[config.mk]
export PLATFORM = sky130hd
export DESIGN_NAME = axi4l_reg_subsys
export DESIGN_NICKNAME = d
export VERILOG_FILES = /design/src/logic/axi4l_pkg.sv /design/src/logic/reg_bus_pkg.sv /design/src/logic/bus_fifo.sv /design/src/logic/axi4l_to_bus_adapter.sv /design/src/logic/reg_bank.sv /design/src/logic/axi4l_reg_subsys.sv
export SDC_FILE = /design/constraint.sdc
export NUM_CORES = 1
export LEC_CHECK = 0
export BUFFER_PORTS_ARGS = -buffer_cell sky130_fd_sc_hd__buf_2
export CORE_ASPECT_RATIO = 2
export CORE_MARGIN = 2
export CORE_UTILIZATION = 61
export CTS_CLUSTER_DIAMETER = 200
export DETAILED_ROUTE_END_ITERATION = 10
export PLACE_DENSITY = 0.75
export SYNTH_ARGS = -nofsm -noshare
export SYNTH_HDL_FRONTEND = slang
export SYNTH_HIERARCHICAL = 1
export SYNTH_SLANG_ARGS = --single-unit
[constraint.sdc]
create_clock -name aclk -period 3.8 [get_ports aclk]
set_input_delay 0.19 -clock aclk [delete_from_list [all_inputs] [get_ports aclk]]
set_output_delay 0.19 -clock aclk [all_outputs]
set_load 0.03 [all_outputs]
[src/logic/axi4l_pkg.sv]
// AXI4-Lite package with bus widths, response codes and register map constants
`default_nettype none

package axi4l_pkg;

    // Bus widths
    localparam int ADDR_WID      = 12;
    localparam int DATA_BYTE_WID = 4;
    localparam int DATA_WID      = DATA_BYTE_WID * 8;
    localparam int STRB_WID      = DATA_BYTE_WID;

    // Width of the word index above the two low address bits
    localparam int WORD_IDX_WID = ADDR_WID - 2;

    // Response codes without EXOKAY
    typedef enum logic [1:0] {
        RESP_OKAY   = 2'b00,
        RESP_SLVERR = 2'b10,
        RESP_DECERR = 2'b11
    } resp_t;

    // Register map
    localparam int NUM_REGS     = 16;
    localparam int REG_SEL_WID  = $clog2(NUM_REGS);
    localparam int ID_REG_INDEX = 15;

    // Identification word that reads as "REG1"
    localparam logic [DATA_WID-1:0] ID_VALUE = 32'h5245_4731;

endpackage : axi4l_pkg

`default_nettype wire

[src/logic/reg_bus_pkg.sv]
// Internal bus package with the payload structs carried on the generic valid/ready buses
`default_nettype none

package reg_bus_pkg;

    // Write or read address payload
    typedef struct packed {
        logic [2:0]                     prot;
        logic [axi4l_pkg::ADDR_WID-1:0] addr;
    } ax_payload_t;

    // Write data payload
    typedef struct packed {
        logic [axi4l_pkg::DATA_WID-1:0] data;
        logic [axi4l_pkg::STRB_WID-1:0] strb;
    } w_payload_t;

    // Write response payload
    typedef struct packed {
        axi4l_pkg::resp_t resp;
    } b_payload_t;

    // Read data payload
    typedef struct packed {
        logic [axi4l_pkg::DATA_WID-1:0] data;
        axi4l_pkg::resp_t               resp;
    } r_payload_t;

endpackage : reg_bus_pkg

`default_nettype wire

[src/logic/bus_fifo.sv]
// Valid/ready FIFO with a generic payload type, used on every internal bus
`timescale 1ns/1ps
`default_nettype none

module bus_fifo #(
    parameter type payload_t = logic [7:0],
    parameter int  DEPTH     = 2
) (
    input  logic     aclk,
    input  logic     reset,

    // Producer side
    input  logic     in_valid,
    output logic     in_ready,
    input  payload_t in_data,

    // Consumer side
    output logic     out_valid,
    input  logic     out_ready,
    output payload_t out_data
);

    localparam int PTR_WID = $clog2(DEPTH);
    localparam int CNT_WID = $clog2(DEPTH + 1);

    payload_t           mem [DEPTH];
    logic [PTR_WID-1:0] wr_ptr;
    logic [PTR_WID-1:0] rd_ptr;
    logic [CNT_WID-1:0] count;

    logic push;
    logic pop;

    assign in_ready  = (count != CNT_WID'(DEPTH));
    assign out_valid = (count != '0);
    assign out_data  = mem[rd_ptr];

    assign push = in_valid && in_ready;
    assign pop  = out_valid && out_ready;

    // Payload storage
    always_ff @(posedge aclk) begin
        if (push) begin
            mem[wr_ptr] <= in_data;
        end
    end

    // Pointers wrap naturally since DEPTH is a power of two
    always_ff @(posedge aclk) begin
        if (reset) begin
            wr_ptr <= '0;
            rd_ptr <= '0;
            count  <= '0;
        end else begin
            if (push) begin
                wr_ptr <= wr_ptr + 1'b1;
            end
            if (pop) begin
                rd_ptr <= rd_ptr + 1'b1;
            end
            if (push && !pop) begin
                count <= count + 1'b1;
            end else if (pop && !push) begin
                count <= count - 1'b1;
            end
        end
    end

    // Head entry holds until the consumer takes it
    a_out_stable: assert property (
        @(posedge aclk) disable iff (reset)
        out_valid && !out_ready |=> out_valid && $stable(out_data)
    );

    a_count_bound: assert property (
        @(posedge aclk) disable iff (reset)
        count <= CNT_WID'(DEPTH)
    );

endmodule : bus_fifo

`default_nettype wire

[src/logic/axi4l_to_bus_adapter.sv]
// AXI4-Lite to generic bus adapter, packs each channel into a payload and buffers it
`timescale 1ns/1ps
`default_nettype none

module axi4l_to_bus_adapter (
    input  logic                           aclk,
    input  logic                           reset,

    // AXI4-Lite subordinate port
    input  logic                           awvalid,
    output logic                           awready,
    input  logic [axi4l_pkg::ADDR_WID-1:0] awaddr,
    input  logic [2:0]                     awprot,
    input  logic                           wvalid,
    output logic                           wready,
    input  logic [axi4l_pkg::DATA_WID-1:0] wdata,
    input  logic [axi4l_pkg::STRB_WID-1:0] wstrb,
    output logic                           bvalid,
    input  logic                           bready,
    output axi4l_pkg::resp_t               bresp,
    input  logic                           arvalid,
    output logic                           arready,
    input  logic [axi4l_pkg::ADDR_WID-1:0] araddr,
    input  logic [2:0]                     arprot,
    output logic                           rvalid,
    input  logic                           rready,
    output logic [axi4l_pkg::DATA_WID-1:0] rdata,
    output axi4l_pkg::resp_t               rresp,

    // Request buses toward the register bank
    output logic                           aw_valid,
    input  logic                           aw_ready,
    output reg_bus_pkg::ax_payload_t       aw_data,
    output logic                           w_valid,
    input  logic                           w_ready,
    output reg_bus_pkg::w_payload_t        w_data,
    output logic                           ar_valid,
    input  logic                           ar_ready,
    output reg_bus_pkg::ax_payload_t       ar_data,

    // Response buses from the register bank
    input  logic                           b_valid,
    output logic                           b_ready,
    input  reg_bus_pkg::b_payload_t        b_data,
    input  logic                           r_valid,
    output logic                           r_ready,
    input  reg_bus_pkg::r_payload_t        r_data
);

    logic req_en;

    logic aw_fifo_ready;
    logic w_fifo_ready;
    logic ar_fifo_ready;

    reg_bus_pkg::ax_payload_t aw_pkt;
    reg_bus_pkg::w_payload_t  w_pkt;
    reg_bus_pkg::ax_payload_t ar_pkt;
    reg_bus_pkg::b_payload_t  b_pkt;
    reg_bus_pkg::r_payload_t  r_pkt;

    // Request readiness stays off through reset and one cycle past it
    always_ff @(posedge aclk) begin
        if (reset) begin
            req_en <= 1'b0;
        end else begin
            req_en <= 1'b1;
        end
    end

    assign awready = req_en && aw_fifo_ready;
    assign wready  = req_en && w_fifo_ready;
    assign arready = req_en && ar_fifo_ready;

    // Pack request channels
    assign aw_pkt.prot = awprot;
    assign aw_pkt.addr = awaddr;
    assign w_pkt.data  = wdata;
    assign w_pkt.strb  = wstrb;
    assign ar_pkt.prot = arprot;
    assign ar_pkt.addr = araddr;

    bus_fifo #(.payload_t(reg_bus_pkg::ax_payload_t)) i_aw_fifo (
        .aclk      (aclk),
        .reset     (reset),
        .in_valid  (awvalid && req_en),
        .in_ready  (aw_fifo_ready),
        .in_data   (aw_pkt),
        .out_valid (aw_valid),
        .out_ready (aw_ready),
        .out_data  (aw_data)
    );

    bus_fifo #(.payload_t(reg_bus_pkg::w_payload_t)) i_w_fifo (
        .aclk      (aclk),
        .reset     (reset),
        .in_valid  (wvalid && req_en),
        .in_ready  (w_fifo_ready),
        .in_data   (w_pkt),
        .out_valid (w_valid),
        .out_ready (w_ready),
        .out_data  (w_data)
    );

    bus_fifo #(.payload_t(reg_bus_pkg::ax_payload_t)) i_ar_fifo (
        .aclk      (aclk),
        .reset     (reset),
        .in_valid  (arvalid && req_en),
        .in_ready  (ar_fifo_ready),
        .in_data   (ar_pkt),
        .out_valid (ar_valid),
        .out_ready (ar_ready),
        .out_data  (ar_data)
    );

    // Response channels are buffered, then unpacked to AXI
    bus_fifo #(.payload_t(reg_bus_pkg::b_payload_t)) i_b_fifo (
        .aclk      (aclk),
        .reset     (reset),
        .in_valid  (b_valid),
        .in_ready  (b_ready),
        .in_data   (b_data),
        .out_valid (bvalid),
        .out_ready (bready),
        .out_data  (b_pkt)
    );

    bus_fifo #(.payload_t(reg_bus_pkg::r_payload_t)) i_r_fifo (
        .aclk      (aclk),
        .reset     (reset),
        .in_valid  (r_valid),
        .in_ready  (r_ready),
        .in_data   (r_data),
        .out_valid (rvalid),
        .out_ready (rready),
        .out_data  (r_pkt)
    );

    assign bresp = b_pkt.resp;
    assign rdata = r_pkt.data;
    assign rresp = r_pkt.resp;

    // Controller must hold a stalled request steady
    a_aw_hold: assert property (
        @(posedge aclk) disable iff (reset)
        awvalid && !awready |=> awvalid && $stable(awaddr) && $stable(awprot)
    );

    a_w_hold: assert property (
        @(posedge aclk) disable iff (reset)
        wvalid && !wready |=> wvalid && $stable(wdata) && $stable(wstrb)
    );

    a_ar_hold: assert property (
        @(posedge aclk) disable iff (reset)
        arvalid && !arready |=> arvalid && $stable(araddr) && $stable(arprot)
    );

endmodule : axi4l_to_bus_adapter

`default_nettype wire

[src/logic/reg_bank.sv]
// Register bank with 15 read/write words and a read-only ID word behind the internal buses
`timescale 1ns/1ps
`default_nettype none

module reg_bank (
    input  logic                     aclk,
    input  logic                     reset,

    // Request buses
    input  logic                     aw_valid,
    output logic                     aw_ready,
    input  reg_bus_pkg::ax_payload_t aw_data,
    input  logic                     w_valid,
    output logic                     w_ready,
    input  reg_bus_pkg::w_payload_t  w_data,
    input  logic                     ar_valid,
    output logic                     ar_ready,
    input  reg_bus_pkg::ax_payload_t ar_data,

    // Response buses
    output logic                     b_valid,
    input  logic                     b_ready,
    output reg_bus_pkg::b_payload_t  b_data,
    output logic                     r_valid,
    input  logic                     r_ready,
    output reg_bus_pkg::r_payload_t  r_data
);

    logic [axi4l_pkg::DATA_WID-1:0] regs [axi4l_pkg::ID_REG_INDEX];

    logic [axi4l_pkg::WORD_IDX_WID-1:0] wr_idx;
    logic [axi4l_pkg::WORD_IDX_WID-1:0] rd_idx;
    logic [axi4l_pkg::REG_SEL_WID-1:0]  wr_sel;
    logic [axi4l_pkg::REG_SEL_WID-1:0]  rd_sel;

    logic b_room;
    logic r_room;
    logic wr_take;
    logic rd_take;
    logic wr_in_map;
    logic rd_in_map;
    logic wr_is_id;
    logic rd_is_id;

    axi4l_pkg::resp_t               wr_resp;
    axi4l_pkg::resp_t               rd_resp;
    logic [axi4l_pkg::DATA_WID-1:0] rd_word;

    // Output stage has room when empty or draining this cycle
    assign b_room = !b_valid || b_ready;
    assign r_room = !r_valid || r_ready;

    // Address and data of a write are taken together
    assign aw_ready = w_valid && b_room;
    assign w_ready  = aw_valid && b_room;
    assign ar_ready = r_room;

    assign wr_take = aw_valid && w_valid && b_room;
    assign rd_take = ar_valid && r_room;

    // Word decode ignores the low two address bits
    assign wr_idx = aw_data.addr[axi4l_pkg::ADDR_WID-1:2];
    assign rd_idx = ar_data.addr[axi4l_pkg::ADDR_WID-1:2];
    assign wr_sel = wr_idx[axi4l_pkg::REG_SEL_WID-1:0];
    assign rd_sel = rd_idx[axi4l_pkg::REG_SEL_WID-1:0];

    assign wr_in_map = wr_idx < axi4l_pkg::WORD_IDX_WID'(axi4l_pkg::NUM_REGS);
    assign rd_in_map = rd_idx < axi4l_pkg::WORD_IDX_WID'(axi4l_pkg::NUM_REGS);
    assign wr_is_id  = wr_idx == axi4l_pkg::WORD_IDX_WID'(axi4l_pkg::ID_REG_INDEX);
    assign rd_is_id  = rd_idx == axi4l_pkg::WORD_IDX_WID'(axi4l_pkg::ID_REG_INDEX);

    always_comb begin
        if (!wr_in_map) begin
            wr_resp = axi4l_pkg::RESP_DECERR;
        end else if (wr_is_id) begin
            wr_resp = axi4l_pkg::RESP_SLVERR;
        end else begin
            wr_resp = axi4l_pkg::RESP_OKAY;
        end
    end

    always_comb begin
        if (!rd_in_map) begin
            rd_resp = axi4l_pkg::RESP_DECERR;
            rd_word = '0;
        end else if (rd_is_id) begin
            rd_resp = axi4l_pkg::RESP_OKAY;
            rd_word = axi4l_pkg::ID_VALUE;
        end else begin
            rd_resp = axi4l_pkg::RESP_OKAY;
            rd_word = regs[rd_sel];
        end
    end

    // Only strobed bytes of a writable word in the map change
    always_ff @(posedge aclk) begin
        if (reset) begin
            for (int i = 0; i < axi4l_pkg::ID_REG_INDEX; i++) begin
                regs[i] <= '0;
            end
        end else if (wr_take && wr_resp == axi4l_pkg::RESP_OKAY) begin
            for (int b = 0; b < axi4l_pkg::STRB_WID; b++) begin
                if (w_data.strb[b]) begin
                    regs[wr_sel][b*8 +: 8] <= w_data.data[b*8 +: 8];
                end
            end
        end
    end

    // Response stages
    always_ff @(posedge aclk) begin
        if (reset) begin
            b_valid <= 1'b0;
            r_valid <= 1'b0;
        end else begin
            if (wr_take) begin
                b_valid <= 1'b1;
            end else if (b_ready) begin
                b_valid <= 1'b0;
            end
            if (rd_take) begin
                r_valid <= 1'b1;
            end else if (r_ready) begin
                r_valid <= 1'b0;
            end
        end
    end

    always_ff @(posedge aclk) begin
        if (wr_take) begin
            b_data.resp <= wr_resp;
        end
        if (rd_take) begin
            r_data.data <= rd_word;
            r_data.resp <= rd_resp;
        end
    end

    // A fresh response entry needs a request accepted one cycle earlier
    a_b_cause: assert property (
        @(posedge aclk) disable iff (reset)
        b_valid && !$past(b_valid && !b_ready) |-> $past(wr_take)
    );

    a_r_cause: assert property (
        @(posedge aclk) disable iff (reset)
        r_valid && !$past(r_valid && !r_ready) |-> $past(rd_take)
    );

endmodule : reg_bank

`default_nettype wire

[src/logic/axi4l_reg_subsys.sv]
// AXI4-Lite register subsystem top level, adapter in front of the register bank
`timescale 1ns/1ps
`default_nettype none

module axi4l_reg_subsys (
    input  logic                           aclk,
    input  logic                           reset,

    // Write address
    input  logic                           awvalid,
    output logic                           awready,
    input  logic [axi4l_pkg::ADDR_WID-1:0] awaddr,
    input  logic [2:0]                     awprot,

    // Write data
    input  logic                           wvalid,
    output logic                           wready,
    input  logic [axi4l_pkg::DATA_WID-1:0] wdata,
    input  logic [axi4l_pkg::STRB_WID-1:0] wstrb,

    // Write response
    output logic                           bvalid,
    input  logic                           bready,
    output axi4l_pkg::resp_t               bresp,

    // Read address
    input  logic                           arvalid,
    output logic                           arready,
    input  logic [axi4l_pkg::ADDR_WID-1:0] araddr,
    input  logic [2:0]                     arprot,

    // Read data
    output logic                           rvalid,
    input  logic                           rready,
    output logic [axi4l_pkg::DATA_WID-1:0] rdata,
    output axi4l_pkg::resp_t               rresp
);

    // Internal buses between adapter and register bank
    logic                     aw_valid;
    logic                     aw_ready;
    reg_bus_pkg::ax_payload_t aw_data;
    logic                     w_valid;
    logic                     w_ready;
    reg_bus_pkg::w_payload_t  w_data;
    logic                     ar_valid;
    logic                     ar_ready;
    reg_bus_pkg::ax_payload_t ar_data;
    logic                     b_valid;
    logic                     b_ready;
    reg_bus_pkg::b_payload_t  b_data;
    logic                     r_valid;
    logic                     r_ready;
    reg_bus_pkg::r_payload_t  r_data;

    axi4l_to_bus_adapter i_axi4l_to_bus_adapter (
        .aclk     (aclk),
        .reset    (reset),
        .awvalid  (awvalid),
        .awready  (awready),
        .awaddr   (awaddr),
        .awprot   (awprot),
        .wvalid   (wvalid),
        .wready   (wready),
        .wdata    (wdata),
        .wstrb    (wstrb),
        .bvalid   (bvalid),
        .bready   (bready),
        .bresp    (bresp),
        .arvalid  (arvalid),
        .arready  (arready),
        .araddr   (araddr),
        .arprot   (arprot),
        .rvalid   (rvalid),
        .rready   (rready),
        .rdata    (rdata),
        .rresp    (rresp),
        .aw_valid (aw_valid),
        .aw_ready (aw_ready),
        .aw_data  (aw_data),
        .w_valid  (w_valid),
        .w_ready  (w_ready),
        .w_data   (w_data),
        .ar_valid (ar_valid),
        .ar_ready (ar_ready),
        .ar_data  (ar_data),
        .b_valid  (b_valid),
        .b_ready  (b_ready),
        .b_data   (b_data),
        .r_valid  (r_valid),
        .r_ready  (r_ready),
        .r_data   (r_data)
    );

    reg_bank i_reg_bank (
        .aclk     (aclk),
        .reset    (reset),
        .aw_valid (aw_valid),
        .aw_ready (aw_ready),
        .aw_data  (aw_data),
        .w_valid  (w_valid),
        .w_ready  (w_ready),
        .w_data   (w_data),
        .ar_valid (ar_valid),
        .ar_ready (ar_ready),
        .ar_data  (ar_data),
        .b_valid  (b_valid),
        .b_ready  (b_ready),
        .b_data   (b_data),
        .r_valid  (r_valid),
        .r_ready  (r_ready),
        .r_data   (r_data)
    );

endmodule : axi4l_reg_subsys

`default_nettype wire

==> results.sh <==
export IMPL_outcome="completed"
export IMPL_final_nets=2278
export IMPL_setup_viol=0
export IMPL_grt_pass1_wl_um=106000
export IMPL_vias=17400
export IMPL_post_place_ws_ns=0.729
export IMPL_critPathMaxFanout=19
export IMPL_finalPower_mw=20.9
export IMPL_cts_resized=0
export IMPL_ioPinCount=114
export IMPL_cts_tree="done"
export IMPL_clockBufferDepth=3
export IMPL_drcViolationCount=0
export IMPL_p_int_mw=14.9
export IMPL_period_share=0.816
export IMPL_reg2reg_depth=6
export IMPL_totalWireLength_um=70800
export IMPL_ant_nets=0
export IMPL_path_clk_slew_ns=0.07
export IMPL_max_slew_margin=0.135
export IMPL_routedWlPerCell_um=24.3
export IMPL_worst_pin_slew_ns=1.30
export IMPL_p_clk_frac=0.291
export IMPL_core_area_sq_mm=0.0518
export IMPL_hold_path_class="input port to register"
export IMPL_cp_required_ns=4.24
export IMPL_finClkSkew_ns=0.0162
export IMPL_hold_viol_final=0
export IMPL_drive_above_1_share=0.248
export IMPL_ys_warn_count=6
export IMPL_arrival_ns=3.54
export IMPL_die_area_sq_mm=0.0545
export IMPL_leakage_nw=13.2
export IMPL_rsz0062_at_grt="no"
export IMPL_synth_avg_cell_area_sq_um=16.1
export IMPL_power_switching_mw=6.04
export IMPL_grtUsageTotal=0.262
export IMPL_clock_sinks=746
export IMPL_layout_setup_ws_ns=0.697
export IMPL_hold_depth=4
export IMPL_area_growth_pct=12.7
export IMPL_p_per_area_mw_per_mm2=578
export IMPL_hpwlAfterDp_um=47600
export IMPL_drt_iter0_markers=1417
export IMPL_drv_cap=0
export IMPL_end_kind="register"
export IMPL_die_x_um=166
export IMPL_pwr_share_seq=0.488
export IMPL_fin_crit_ns=3.10
export IMPL_drt_pre_antenna_iters=6
export IMPL_grt_antenna_before_repair=1
export IMPL_die_h_um=328
export IMPL_gp_congestion=0.832
export IMPL_routed_via_density=5.97
export IMPL_cts_htree_levels=2
export IMPL_nFillCells=3387
export IMPL_rrSetupSlack_ns=0.70
export IMPL_start_util=0.619
export IMPL_setup_tns_ns=0
export IMPL_ir_drop_mv=0.509
export IMPL_grt_max_degree=63
export IMPL_min_from="rready"
export IMPL_grt_pass1_vias=18400
export IMPL_slew_violations=0
export IMPL_seq_area_sq_mm=0.0221
export IMPL_rows=118
export IMPL_power_share_switching=0.289
export IMPL_diodes=0
export IMPL_critPathLaunchType="register"
export IMPL_synth_area_sq_mm=0.0321
export IMPL_fmax_ghz=0.322
export IMPL_critical_path_class="register to register"
export IMPL_port_buffers=103
export IMPL_multi_input_area_sq_mm=0.00944
export IMPL_synthCells=1989
export IMPL_r2r_end="i_reg_bank/r_data[21]"
export IMPL_insertion_delay_ns=0.62
export IMPL_clockRootBuffer="clkbuf_16"
export IMPL_grt_overflow_total=0
export IMPL_cts_inserted_buffers=61
export IMPL_fin_util=0.697
export IMPL_p_comb_frac=0.221
-- layout by cell type (no fill, tap or decap), drive strengths merged, types with 33 or more instances in the layout --
cell / count
mux4: 102
buf: 188
edfxtp: 718
nor2: 33
or2: 66
clkbuf: 83
mux2: 105
and2: 494
nor4: 61
dlygate4sd3: 57
mux2i: 58
-- worst max-delay path: stages (launching register included) --
cell and delay (ns):
dfxtp_1 0.68, mux2_2 0.40, or4_4 0.56, or3_1 0.38, or3b_1 0.36, buf_4 0.25, o221ai_1 0.27
-- sequential cells by signal, indices dropped and copies added (netlist names), 2 cells and up, named ones only --
register / cells
i_axi4l_to_bus_adapter/i_w_fifo/count: 2
i_axi4l_to_bus_adapter/i_r_fifo/mem: 68
i_reg_bank/regs: 499
i_axi4l_to_bus_adapter/i_aw_fifo/mem: 20
i_axi4l_to_bus_adapter/i_b_fifo/mem: 4
i_axi4l_to_bus_adapter/i_b_fifo/count: 2
i_axi4l_to_bus_adapter/i_ar_fifo/count: 2
i_axi4l_to_bus_adapter/i_aw_fifo/count: 2
i_axi4l_to_bus_adapter/i_r_fifo/count: 2
i_reg_bank/r_data: 33
i_axi4l_to_bus_adapter/i_ar_fifo/mem: 20
i_axi4l_to_bus_adapter/i_w_fifo/mem: 72
i_reg_bank/b_data: 2
-- timing repair --
item	in CTS	in global routing
hold endpoints to repair	114	0
hold buffers	57	0
setup buffers	0	0
-- power groups by stage --
stage               sequential [mW]  combinational, mW  clock (mW)
CTS                            10.2               4.63        6.18
floorplan                      10.2               3.30           0
global route                   10.3               4.88        6.45
global placement               10.3               4.47           0
finish                         10.2               4.62        6.07
detailed placement             10.4               4.56           0
-- per-layer routing --
| metal | GRT usage | vias up | part of all wire |
|---|---|---|---|
| met4 | 0.155 | 0 | 0.064 |
| met3 | 0.0335 | 192 | 0.050 |
| met1 | 0.280 | 8674 | 0.34 |
| met5 | 0 | - | 0 |
| li1 | - | 7854 | - |
| met2 | 0.491 | 630 | 0.55 |
-- through the flow --
step / std cells / hold slack (ns) / cell area, sq um
5_1_grt: 2906 / 0.0442 / 36100
3_3_place_gp: 2740 / 0.377 / 33700
3_5_place_dp: 2740 / 0.381 / 33700
6_report: 2906 / 0.0304 / 36100
4_1_cts: 2906 / 0.00281 / 36100
2_1_floorplan: 2007 / 0.247 / 32100
-- layout make-up --
cell class	instances	area share
Multi-Input combinational cell	1115	0.261
Sequential cell	746	0.612
Clock buffer	83	0.0471
Timing Repair Buffer	245	0.0484
Inverter	31	0.00322
Clock inverter	26	0.00519
Tap cell	660	0.0228
-- worst max path at each step --
stage                                   endpoint  slack [ns]  cells past startpoint
after floorplan            i_reg_bank/r_data[31]        1.01                     10
after global placement      i_reg_bank/r_data[3]        0.78                      6
after detailed placement   i_reg_bank/r_data[21]        0.73                      6
after CTS                  i_reg_bank/r_data[21]        0.71                      6
after global routing      i_reg_bank/regs[13][5]        0.58                      7
final                      i_reg_bank/r_data[21]        0.70                      6
Power figures use the tool's default switching activity.
